$ cat config.mk
export PLATFORM = sky130hd
export DESIGN_NAME = bank_ctrl
export DESIGN_NICKNAME = d
export VERILOG_FILES = /design/src/c16_mem_pkg.sv /design/src/bank_ctrl.sv
export SDC_FILE = /design/constraint.sdc
export NUM_CORES = 1
export LEC_CHECK = 0
export ABC_AREA = 1
export BUFFER_PORTS_ARGS = -buffer_cell sky130_fd_sc_hd__clkbuf_2
export CAP_MARGIN = 5
export CORE_MARGIN = 2
export CORE_UTILIZATION = 42
export CTS_CLUSTER_SIZE = 20
export DETAILED_ROUTE_END_ITERATION = 10
export GPL_TIMING_DRIVEN = 0
export PLACE_DENSITY_LB_ADDON = 0.05
export SLEW_MARGIN = 20
export SYNTH_ARGS = -nofsm -noshare
export SYNTH_HDL_FRONTEND = slang
export SYNTH_SLANG_ARGS = --single-unit
$ cat constraint.sdc
create_clock -name clk_sys -period 0.9 [get_ports clk_sys]
set_input_delay 0.045 -clock clk_sys [delete_from_list [all_inputs] [get_ports clk_sys]]
set_output_delay 0.045 -clock clk_sys [all_outputs]
set_load 0.05 [all_outputs]
$ cat src/c16_mem_pkg.sv
// Shared definitions for the C16/Plus-4 memory subsystem
// Bus widths, download index codes and ROM slot numbers
// BASIC pointer table written after a PRG download
// ROM bank choice type and the download address union
`default_nettype none

package c16_mem_pkg;

	////////////////////////////////////////////////////////////////////////////
	// Widths

	localparam int CPU_AW = 16;
	localparam int DATA_W = 8;
	localparam int DL_AW  = 25;
	localparam int ROM_AW = 14;
	localparam int SLOT_W = 11;

	////////////////////////////////////////////////////////////////////////////
	// Download port

	// Index codes sent by the host with each file
	localparam logic [7:0] IDX_PRG = 8'h01;
	localparam logic [7:0] IDX_ROM = 8'h03;
	localparam logic [7:0] IDX_CRT = 8'h81;

	// 16 KB slots inside a system ROM file
	localparam logic [SLOT_W-1:0] SLOT_KERNAL = 11'd1;
	localparam logic [SLOT_W-1:0] SLOT_BASIC  = 11'd2;
	localparam logic [SLOT_W-1:0] SLOT_FUNCL  = 11'd3;
	localparam logic [SLOT_W-1:0] SLOT_FUNCH  = 11'd4;

	// Slots inside a cartridge file
	localparam logic [SLOT_W-1:0] SLOT_CART_L = 11'd0;
	localparam logic [SLOT_W-1:0] SLOT_CART_H = 11'd1;

	////////////////////////////////////////////////////////////////////////////
	// CPU address map

	localparam logic [11:0] BANK_PAGE   = 12'hFDD;
	localparam logic [7:0]  KERNAL_PAGE = 8'hFC;

	// BASIC start/end pointers, low byte at even positions
	localparam int PTR_COUNT = 8;
	localparam logic [CPU_AW-1:0] PTR_ADDR [PTR_COUNT] = '{
		16'h002D, 16'h002E, 16'h002F, 16'h0030,
		16'h0031, 16'h0032, 16'h009D, 16'h009E
	};

	////////////////////////////////////////////////////////////////////////////
	// Types

	typedef enum logic [1:0] {
		BANK_SYSTEM = 2'd0,
		BANK_CART   = 2'd1,
		BANK_FUNC   = 2'd2,
		BANK_RSVD   = 2'd3
	} bank_sel_t;

	typedef struct packed {
		logic [SLOT_W-1:0] slot;
		logic [ROM_AW-1:0] offset;
	} dl_slot_t;

	// Download address as a flat byte count or as slot plus offset
	typedef union packed {
		logic [DL_AW-1:0] flat;
		dl_slot_t         sel;
	} dl_addr_u;

endpackage

`default_nettype wire

$ cat src/bank_ctrl.sv
// Plus-4 ROM bank control
// Model latch, bank register written by I/O accesses at $FDDx and
// the kernal page override
`timescale 1ns/1ps
`default_nettype none

module bank_ctrl (
	input  wire                            clk_sys,
	input  wire                            reset,
	input  wire                            model_i,
	input  wire  [c16_mem_pkg::CPU_AW-1:0] cpu_addr_i,
	input  wire                            cpu_rnw_i,
	input  wire                            cs_io_n_i,
	output c16_mem_pkg::bank_sel_t         roml_o,
	output c16_mem_pkg::bank_sel_t         romh_o,
	output logic                           kern_o
);
	import c16_mem_pkg::*;

	logic              model_q;
	logic              io_d;
	logic [CPU_AW-1:0] io_addr;
	logic              io_rnw;
	logic              bank_wr;

	// Address and direction of the current I/O access
	always_ff @(posedge clk_sys) begin
		if (!cs_io_n_i) begin
			io_addr <= cpu_addr_i;
			io_rnw  <= cpu_rnw_i;
		end
	end

	// End of an I/O write to the bank page, Plus-4 only
	assign bank_wr = cs_io_n_i & ~io_d & ~io_rnw & model_q
		& (io_addr[15:4] == BANK_PAGE);

	always_ff @(posedge clk_sys) begin
		if (reset) begin
			model_q <= model_i;
			io_d    <= 1'b1;
			roml_o  <= BANK_SYSTEM;
			romh_o  <= BANK_SYSTEM;
		end else begin
			io_d <= cs_io_n_i;
			if (bank_wr) begin
				roml_o <= bank_sel_t'(io_addr[1:0]);
				romh_o <= bank_sel_t'(io_addr[3:2]);
			end
		end
	end

	assign kern_o = (cpu_addr_i[15:8] == KERNAL_PAGE);

endmodule

`default_nettype wire

Word-level counts from Yosys, hierarchy flattened

Index checks and enable logic that the tools add are counted.

$add $sub $neg: 0
$mul: 0
Divide/modulo/power cells: 0
Magnitude comparators: 0
Eq/ne operators: 2
Shift operators: 0
Mux-type cells: 0
Bitwise operators: 6
Reductions and logical operators: 0

Operators by type and width:

| operator               | count |
|---|---|
| $eq A12 B12 Y1 const B | 1 |
| $eq A8 B8 Y1 const B   | 1 |
| $and A1 B1 Y1          | 4 |
| $not A1 Y1             | 2 |

Bits in registers: 23
Bits in latches: 0
Memory bits (writable): 0
Bits in read-only memories: 0
Input bits: 21
Output and inout port bits: 5
Memories: 0

Longest topological paths before layout

Gate-level depths: netlist of the first run.

Word-level depth: 5
Depth in mapped cells: 7
Mapped depth without buffers: 7

Worst setup path after synthesis of the first run

No wires, ideal clock.

Path kind: in2out
From: input port cpu_addr_i[9] (netlist bit)
To: output port kern_o
Arrival: 1600 ps
Path slack: -745 ps
Stages: 1
Buffers on the path: 0
Cells stage by stage: nor4_1

Cells in the longest elaborated chain, start to end: 1

RTL lines:

| what         | RTL line        | text |
|---|---|---|
| from (decl)  | bank_ctrl.sv:11 | `input wire [c16_mem_pkg::CPU_AW-1:0] cpu_addr_i,` |
| $eq A8 B8 Y1 | bank_ctrl.sv:53 | `assign kern_o = (cpu_addr_i[15:8] == KERNAL_PAGE);` |
| to (decl)    | bank_ctrl.sv:16 | `output logic kern_o` |

Every way passes these cells.

Worst setup path after layout of the first run

From: register io_addr[9]
To: register roml_o[0]

Cells in the longest elaborated chain, start to end: 2

RTL lines:

| what                   | RTL line        | text |
|---|---|---|
| from (decl)            | bank_ctrl.sv:22 | `logic [CPU_AW-1:0] io_addr;` |
| from (signal assigned) | bank_ctrl.sv:29 | `io_addr <= cpu_addr_i;` |
| $eq A12 B12 Y1         | bank_ctrl.sv:36 | `& (io_addr[15:4] == BANK_PAGE);` |
| $and A1 B1 Y1          | bank_ctrl.sv:36 |  |
| to (signal assigned)   | bank_ctrl.sv:47 | `roml_o <= bank_sel_t'(io_addr[1:0]);` |
| to (decl)              | bank_ctrl.sv:14 | `output c16_mem_pkg::bank_sel_t roml_o,` |

Every way passes these cells.
A chain may end at the register's enable or synchronous reset.

==> results of run 1 <==
cell families after synthesis:
group / Yosys count / share of synthesized area [%]
DFF: 23 / 74.9
buffers and inverters: 13 / 5.70
and+or+nand+nor: 39 / 19.4
worst reg2reg max path: stages (launching register included):
cell and delay, ns:
sky130_fd_sc_hd__edfxtp_1 0.39, sky130_fd_sc_hd__nor2_2 0.14, sky130_fd_sc_hd__nand2_1 0.08, sky130_fd_sc_hd__nor2_2 0.14, sky130_fd_sc_hd__nand3_1 0.10, sky130_fd_sc_hd__nand2_1 0.07, sky130_fd_sc_hd__nor2_1 0.04
stage by stage:
stage	util [%]	worst slack, ns	instances
after global routing	66.9	-0.237	150
after global placement	53.2	-0.134	127
after detailed placement	53.2	-0.170	127
final	66.9	-0.154	150
after floorplan	-	-0.0417	75
after CTS	66.8	-0.170	150
worst paths after layout:
| check | from | endpoint | slack, ns | depth (start not counted) |
|---|---|---|---|---|
| worst max register to register | io_addr[9]$_DFFE_PN_ | roml_o[0]$_SDFFE_PP0P_ | -0.15 | 6 |
| worst min register to register | romh_o[0]$_SDFFE_PP0P_ | romh_o[0]$_SDFFE_PP0P_ | 0.51 | 2 |
| worst max-delay path | io_addr[9]$_DFFE_PN_ | roml_o[0]$_SDFFE_PP0P_ | -0.15 | 6 |
| worst min-delay path | cs_io_n_i | romh_o[0]$_SDFFE_PP0P_ | 0.25 | 7 |
placed cells by master (no fill, tap or decap), drive strengths merged:
cell type and instances:
nor4 1, nand3 6, dfxtp 5, inv 13
nand4 1, nor2 16, dlygate4sd3 19, edfxtp 18
buf 4, clkbuf 25, nand2 15
power by group:
part	total (W)	internal (W)	switching [W]
registers	0.00124	0.00122	0.0000185
clock network	0.000466	0.000173	0.000293
logic	0.000187	0.000104	0.0000832
per-layer routing:
layer  GRT usage (%)  vias to the layer above  wire [um]
met1            15.7                      278        663
li1                -                      339          -
met2            26.1                       17        763
met5               0                        -          0
met4            10.0                        0         44
met3            3.07                        5         56
state kept, by name, indices dropped and copies added (netlist names):
signal / flops
io_d: 1
roml_o: 2
model_q: 1
romh_o: 2
io_rnw: 1
io_addr: 16
repair_timing:
action / in CTS / in global routing
endpoints found under the hold margin: 20 / 0
pin swaps: 2 / 1
endpoints found under the setup margin: 8 / 8
cloned: 0 / 0
gates resized for setup: 14 / 4
setup buffers: 0 / 0
hold buffers: 19 / 0
area by class of cell:
| cell class | instances | area, um^2 | share of cell area [%] |
|---|---|---|---|
| Sequential cell | 23 | 644 | 49.6 |
| Multi-Input combinational cell | 39 | 199 | 15.3 |
| Tap cell | 27 | 33.8 | 2.60 |
| Inverter | 13 | 48.8 | 3.75 |
| Clock buffer | 4 | 26.3 | 2.02 |
| Timing Repair Buffer | 44 | 348 | 26.8 |
==> metrics.txt, run 1 <==
aggregate negative setup slack -0.600 ns; vertical extent of the die 49.1 um; endpoint arrival time on the critical path roughly 1.3 ns; number of optimization iterations in the first detailed-route pass 2; Residual DRC 0; post-synthesis cell area 856 um^2; post-synthesis average cell area 11.4 um^2; cts bufs inserted 3; Top Ports 26; async set or reset register ratio after synthesis 0%; cell taking the most area after synthesis sky130_fd_sc_hd__edfxtp_1; final number of max-transition violations 0; placed wire-length estimate 970 um; area of all placed cells without fillers ~1300 um^2; share of the clock period used by the worst path after layout 117%; number of routed nets with antenna violations 0; Primary FF master, synth sky130_fd_sc_hd__edfxtp_1; synth cell count leaders sky130_fd_sc_hd__edfxtp_1, sky130_fd_sc_hd__nand2_1, sky130_fd_sc_hd__inv_1, sky130_fd_sc_hd__nor2_1, sky130_fd_sc_hd__nand3_1; upper clock frequency limit 0.949 GHz; total count of hold-check failures in the final report 0; number of clock sinks 23; clock tree buffer depth 2; die area 2410 um^2; leakage power 0.565 nW; total global-route track usage 14.8%; Clock Skew 0.00203 ns; number of nets in the finished design 145; Slowest-stage cell, CP sky130_fd_sc_hd__edfxtp_1; total placed instance area between 1000 and 1500 um^2; Post-synth EDFFs 18; wire length of the first global-routing pass 2600 um; worst-case headroom to the max-slew limit 56.8%; clock-pin slew on the worst setup and hold paths approximately 0.11 ns; pin count of the biggest net entering global routing 19; total length of routed wires 1530 um; critical path data required time 1.12 ns; Critical Path Source Type flip-flop; row cnt 16; routed wirelength normalized by instance count roughly 10 um; CP Max Fanout 4; placer's final routability congestion estimate between 0.6 and 0.7; slew at the pin with the worst max-slew slack 0.648 ns; tightest hold margin 0.247 ns; initial antenna violation count 0; PD cells 1450 nW/um^2; type of destination of the critical path flip-flop; layout overhead on the synthesized area 51.9%; maximum resistive drop on vdd just over 0.001 V; run status finished with violations; Critical Setup Path Class flip-flop to flip-flop; Final Total Pwr 0.00189 W; #FFs+latches synth 23; sequential cell area fraction in the yosys report 74.9%; post-DR vias/cell around 4.3; dominant cell by count in the synthesized netlist sky130_fd_sc_hd__edfxtp_1; ranking of synthesized cells by area sky130_fd_sc_hd__edfxtp_1, sky130_fd_sc_hd__dfxtp_1, sky130_fd_sc_hd__nand2_1; family with the most delay on the worst path simple AND/OR/NAND/NOR gates; sequence of cells on the critical path nor2_2 -> nand2_1 -> nor2_2 -> nand3_1 -> nand2_1 -> nor2_1; Filler Cell Count 165; number of global-route vias before repair around 670; failing checks negative setup slack; width of the die 49.1 um; fraction of layout instances using a drive strength above 1 between 30% and 40%; Antenna diodes 0; number of max-capacitance violations reported 0; effective utilization at floorplan 44.1%; peak per-stage delay on the critical path about 0.39 ns; top cell type's share of synthesized area 63.2%; total via count after detailed routing 639; number of endpoints failing setup at the final stage 5; clock insertion delay at the later pin of the skew report 0.31 ns; Port Buffers 25; final critical-path setup slack -0.154 ns; H-tree depth 1; violation count after the first detailed-route iteration 8; Gate Count Post-Synth between 70 and 80; Buffers & Inverters on Critical Path 0; Post-Synthesis Net Count 96; clock period minus worst slack 1.05 ns; global route total overflow 0; TritonCTS clock tree built; core region area 1940 um^2; count of yosys warnings during synthesis 0; Hold Crit Class input pin to flip-flop; number of library cell types mapped by synthesis 9; library cell used as clock root buffer sky130_fd_sc_hd__clkbuf_4; setup repair after global routing missed its margin true
Note: power is estimated with default switching activity, not from simulation.
==> inputs of run 2 (changes only) <==
CORE_UTILIZATION = 43   (was 42)
==> run 2 against run 1 <==
  * The run still ends with negative setup slack left
  * Combinational power rose by 8%
  * Sequential share of layout area fell by 1.5 points
  * Clock power fell by 2%
  * Total power rose by 0.58%
  * Critical path depth did not move
  * Global-route usage fell by 0.18 points
  * Setup slack improved by 0.040 ns
  * First-iteration DRC count rose by 13%
  * Fmax rose by 3.9%
  * Utilization rose by 2.8 points
  * Critical path type unchanged
  * Critical endpoint is now romh_o[0]$_SDFFE_PP0P_
==> metrics.txt, run 2 (synthesis gave the netlist of run 1 again) <==
number of endpoints failing setup at the final stage 4; family with the most delay on the worst path simple AND/OR/NAND/NOR gates; PD cells 1420 nW/um^2; Port Buffers 25; Critical Path Source Type flip-flop; library cell used as clock root buffer sky130_fd_sc_hd__clkbuf_4; routed wirelength normalized by instance count 10.6 um; H-tree depth 1; type of destination of the critical path flip-flop; number of clock sinks 23; number of optimization iterations in the first detailed-route pass 4; worst-case headroom to the max-slew limit ~56%; number of flip-flops under the largest register name 16; total length of routed wires approximately 1600 um; wire length of the first global-routing pass 2570 um; global route total overflow 0; total placed instance area between 1000 and 1500 um^2; area of all placed cells without fillers 1340 um^2; post-DR vias/cell approximately 4.4; # Post-CTS Setup Buffers 0; peak per-stage delay on the critical path approximately 0.44 ns; fraction of layout instances using a drive strength above 1 35.8%; most common cell after layout, fill and taps aside sky130_fd_sc_hd__clkbuf_2; final critical-path setup slack -0.114 ns; failing checks negative setup slack; net switching power 0.000408 W; internal portion of total power 0.00149 W; number of nets in the finished design 145; Final Total Pwr 0.00190 W; final number of max-transition violations 0; aggregate negative setup slack -0.417 ns; die area approximately 2400 um^2; placed wire-length estimate 947 um; Residual DRC 0; Cell Count Post-Placement 127; share of the clock period used by the worst path after layout 113%; number of max-capacitance violations reported 0; leakage power 0.573 nW; setup repair after global routing missed its margin true; cts bufs inserted 3; layout overhead on the synthesized area 56.6%; upper clock frequency limit about 1 GHz; clock insertion delay at the later pin of the skew report 0.30 ns; run status finished with violations; slew at the pin with the worst max-slew slack 0.653 ns; clock period minus worst slack 1.01 ns; sequence of cells on the critical path nor2_4 -> nand2_2 -> nor2_4 -> nand3_1 -> nand2_1 -> nor2_1; vertical extent of the die 48.6 um; Clock Skew 0.00953 ns; clock-pin slew on the worst setup and hold paths 0.13 ns; sw frac 21.5%; top flop regs io_addr: 16 flops, romh_o: 2 flops, roml_o: 2 flops; placer's final routability congestion estimate around 0.7; effective utilization at floorplan between 40% and 50%; violation count after the first detailed-route iteration 9; Slowest-stage cell, CP sky130_fd_sc_hd__edfxtp_1; Comb pwr share a little over a tenth; critical path data required time 1.11 ns; row cnt 16; proportion of power drawn by flip-flops and latches between 60% and 70%; top library cells by usage in the layout, fill and taps aside sky130_fd_sc_hd__clkbuf_2, sky130_fd_sc_hd__dlygate4sd3_1, sky130_fd_sc_hd__edfxtp_1, sky130_fd_sc_hd__nand2_1, sky130_fd_sc_hd__inv_1; proportion of power drawn by the clock network approximately a quarter; number of routed nets with antenna violations 0; Top Ports 26; total count of hold-check failures in the final report 0; total via count after detailed routing 653; width of the die 48.6 um; Critical Setup Path Class flip-flop to flip-flop; filler-free cell count of the finished design 150; maximum resistive drop on vdd approximately 0.00096 V; clock tree buffer depth 2; register bank with the most flops io_addr; CP Max Fanout 4; worst reg2reg setup slack -0.11 ns; total global-route track usage between 10 and 15%; Hold Crit Class input pin to flip-flop; pin count of the biggest net entering global routing 19; core region area 1920 um^2; initial antenna violation count 0; Antenna diodes 0; endpoint arrival time on the critical path around 1.2 ns; TritonCTS clock tree built; number of global-route vias before repair 624; Buffers & Inverters on Critical Path 0; most frequent cell on the critical path sky130_fd_sc_hd__nor2_4
==> run 2: cell types whose count changed in the layout (fill, tap and decap cells not counted), sizes merged <==
| cell | previous run | this run |
|---|---|---|
| clkinv | 0 | 1 |
| buf | 4 | 3 |
==> run 2: through the flow <==
step,hold slack [ns],util [%],setup slack (ns)
floorplan,0.144,-,-0.0417
global placement,0.222,53.7,-0.123
detailed placement,0.224,53.7,-0.142
CTS,0.00216,67.1,-0.160
global route,0.0280,69.7,-0.197
finish,0.0129,69.7,-0.114
==> run 2: cell type report <==
class / instances / area [um^2]
Sequential cell: 23 / 644
Fill cell: 157 / 582
Timing Repair Buffer: 44 / 354
Multi-Input combinational cell: 39 / 231
Inverter: 13 / 48.8
Tap cell: 27 / 33.8
Clock buffer: 3 / 22.5
Clock inverter: 1 / 5.00
==> run 2: power groups by stage <==
stage	logic, W	registers [W]	clock network [W]
after detailed placement	0.000120	0.00126	0
after global placement	0.000117	0.00126	0
final	0.000202	0.00124	0.000457
after CTS	0.000184	0.00124	0.000467
after floorplan	0.0000575	0.00126	0
after global routing	0.000224	0.00125	0.000534
==> run 2: path summary, 6_finish.rpt <==
check	cells past startpoint	end	start
setup / recovery	6	romh_o[0]$_SDFFE_PP0P_	io_addr[9]$_DFFE_PN_
hold / removal	3	io_d$_SDFF_PP1_	reset
setup reg to reg	6	romh_o[0]$_SDFFE_PP0P_	io_addr[9]$_DFFE_PN_
hold reg to reg	2	roml_o[0]$_SDFFE_PP0P_	roml_o[0]$_SDFFE_PP0P_
==> run 2: worst reg2reg max path: stages, from the launching register on <==
cell and delay [ns]:
sky130_fd_sc_hd__edfxtp_1 0.44, sky130_fd_sc_hd__nor2_4 0.12, sky130_fd_sc_hd__nand2_2 0.07, sky130_fd_sc_hd__nor2_4 0.11
sky130_fd_sc_hd__nand3_1 0.09, sky130_fd_sc_hd__nand2_1 0.06, sky130_fd_sc_hd__nor2_1 0.03
==> run 2: metal layers <==
| layer | up-vias | track usage [%] | routed length (um) |
|---|---|---|---|
| li1 | 336 | - | - |
| met1 | 300 | 15.6 | 591 |
| met2 | 15 | 28.1 | 926 |
| met3 | 2 | 2.78 | 52 |
| met4 | 0 | 5.71 | 14 |
| met5 | - | 0 | 0 |
==> run 2: what timing repair did <==
| item | CTS | global route |
|---|---|---|
| endpoints found under the hold margin | 19 | 0 |
| pin swaps | 4 | 4 |
| resized for setup | 10 | 16 |
| setup endpoints to repair | 8 | 8 |
| hold buffers | 19 | 0 |
==> inputs of run 3 (changes only) <==
--- a/config.mk
+++ b/config.mk
@@ -10,5 +10,5 @@
 export CAP_MARGIN = 5
 export CORE_MARGIN = 2
-export CORE_UTILIZATION = 43
+export CORE_UTILIZATION = 25
 export CTS_CLUSTER_SIZE = 20
 export DETAILED_ROUTE_END_ITERATION = 10
==> constraint.sdc (replaced) <==
create_clock -name clk_sys -period 0.9 [get_ports clk_sys]
set_input_delay 0.045 -clock clk_sys [delete_from_list [all_inputs] [get_ports clk_sys]]
set_output_delay 0.045 -clock clk_sys [all_outputs]
set_load 0.02 [all_outputs]
==> run 3 against run 2 <==
  * Critical path type unchanged
  * Register-to-register slack worse by 0.02 ns
  * Clock-buffer cell count increased by 1
  * The run still ends with negative setup slack left
  * Clock power increased by 8.3%
  * Fmax decreased by 1.7%
  * Hold slack improved by 0.21 ns
  * Routed wire length increased by 2.2%
==> metrics.txt, run 3 (synthesis gave the netlist of run 1 again) <==
leakage power between 0.5 and 0.6 nW; final number of max-transition violations 0; number of flip-flops under the largest register name 16; core region area 3310 um^2; clock-pin slew on the worst setup and hold paths 0.13 ns; global routing usage on met1 roughly a tenth; row cnt 21; failing checks negative setup slack; run status finished with violations; pin count of the biggest net entering global routing 19; area of all placed cells without fillers 1310 um^2; share of the clock period used by the worst path after layout 115%; placed wire-length estimate 1060 um; maximum resistive drop on vdd around 0.00066 V; die area 3910 um^2; end-of-flow core utilization between 30% and 40%; Cell Count Post-Placement 146; placer's final routability congestion estimate around 0.65; Critical Setup Path Class flip-flop to flip-flop; number of clock sinks 23; slew at the pin with the worst max-slew slack approximately 0.7 ns; fraction of layout instances using a drive strength above 1 33.3%; filler-free cell count of the finished design 169; clock insertion delay at the later pin of the skew report 0.31 ns; wire length of the first global-routing pass between 2000 and 3000 um; number of endpoints failing setup at the final stage 4; Residual DRC 0; top flop regs io_addr: 16 flops, romh_o: 2 flops, roml_o: 2 flops; total length of routed wires roughly 1600 um; final critical-path setup slack -0.131 ns; Clock Skew ~0.0041 ns; violation count after the first detailed-route iteration 30; critical path data required time 1.13 ns; worst-case headroom to the max-slew limit 53.5%; global-route track usage on met3 2.88%; Top Ports 26; total via count after detailed routing approximately 660; endpoint arrival time on the critical path roughly 1.3 ns; register bank with the most flops io_addr; total global-route track usage a little under a tenth; Antenna diodes 0; aggregate negative setup slack -0.509 ns; global route total overflow 0; top library cells by usage in the layout, fill and taps aside sky130_fd_sc_hd__clkbuf_2, sky130_fd_sc_hd__dlygate4sd3_1, sky130_fd_sc_hd__edfxtp_1, sky130_fd_sc_hd__nand2_1, sky130_fd_sc_hd__inv_1; Hold Crit Class input pin to flip-flop; initial antenna violation count 0; number of optimization iterations in the first detailed-route pass 2; number of global-route vias before repair 630; total placed instance area ~1000 um^2; number of max-capacitance violations reported 0; # Post-CTS Setup Buffers 0; upper clock frequency limit 0.969 GHz; Critical Path Source Type flip-flop; TritonCTS clock tree built; cts bufs inserted 3; layout overhead on the synthesized area 52.8%; Top Usage Layer GRT met2; global-route track usage on met2 14.7%; register cell area after layout 643 um^2; Filler Cell Count 362; number of nets in the finished design roughly 150; library cell used as clock root buffer sky130_fd_sc_hd__clkbuf_4; vertical extent of the die 62.5 um; most common cell after layout, fill and taps aside sky130_fd_sc_hd__clkbuf_2; setup repair after global routing missed its margin true; multi-input logic area 206 um^2; total count of hold-check failures in the final report 0; H-tree depth 1; Port Buffers 25; number of routed nets with antenna violations 0; clock period minus worst slack 1.03 ns; routed wirelength normalized by instance count between 9 and 10 um; post-DR vias/cell 3.88; CP Max Fanout 4; type of destination of the critical path flip-flop; effective utilization at floorplan 25.9%; Post-Place Setup Slack -0.168 ns; width of the die 62.5 um; PD cells 1470 nW/um^2; clock tree buffer depth 2
-- run 3: cell count changes in the layout (fill, tap and decap cells not counted), sizes merged --
cell    before  now
buf          3    4
clkinv       1    0
-- run 3: stage by stage --
step / total power, W / hold WS, ns
global placement: 0.00138 / 0.221
CTS: 0.00193 / 0.244
detailed placement: 0.00138 / 0.224
finish: 0.00192 / 0.227
floorplan: 0.00131 / 0.144
global route: 0.00202 / 0.283
-- run 3: power by group --
group	switching, W	internal (W)
clock	0.000321	0.000173
combinational	0.0000851	0.000105
sequential	0.0000187	0.00122
total	0.000425	0.00150
-- run 3: worst paths after layout --
check / start / to / slack, ns / cells past startpoint
hold / removal: cs_io_n_i / romh_o[0]$_SDFFE_PP0P_ / 0.23 / 7
setup reg to reg: io_addr[9]$_DFFE_PN_ / roml_o[1]$_SDFFE_PP0P_ / -0.13 / 6
setup / recovery: io_addr[9]$_DFFE_PN_ / roml_o[1]$_SDFFE_PP0P_ / -0.13 / 6
hold reg to reg: romh_o[0]$_SDFFE_PP0P_ / romh_o[0]$_SDFFE_PP0P_ / 0.49 / 2
-- run 3: final cells by class --
class	count	share of cell area (%)
Clock buffer	4	2.01
Inverter	13	3.73
Multi-Input combinational cell	39	15.8
Sequential cell	23	49.2
Tap cell	46	4.40
Timing Repair Buffer	44	24.9
-- run 3: repair_timing --
item | in CTS | in global routing
gates resized for setup | 3 | 17
endpoints found under the hold margin | 19 | 0
endpoints found under the setup margin | 4 | 8
hold buffers | 19 | 0
pin swaps | 1 | 4
-- run 3: layer usage --
metal | wire length (um) | share of wire (%) | up-vias
li1 | - | - | 340
met1 | 750 | 46 | 294
met3 | 81 | 5.0 | 5
met4 | 42 | 2.6 | 0
met2 | 745 | 46 | 17
met5 | 0 | 0 | -
-- run 3: critical path, stage by stage (launching register included) --
cell,delay [ns]
sky130_fd_sc_hd__edfxtp_1,0.40
sky130_fd_sc_hd__nor2_2,0.16
sky130_fd_sc_hd__nand2_2,0.08
sky130_fd_sc_hd__nor2_4,0.12
sky130_fd_sc_hd__nand3_1,0.09
sky130_fd_sc_hd__nand2_1,0.06
sky130_fd_sc_hd__nor2_1,0.04
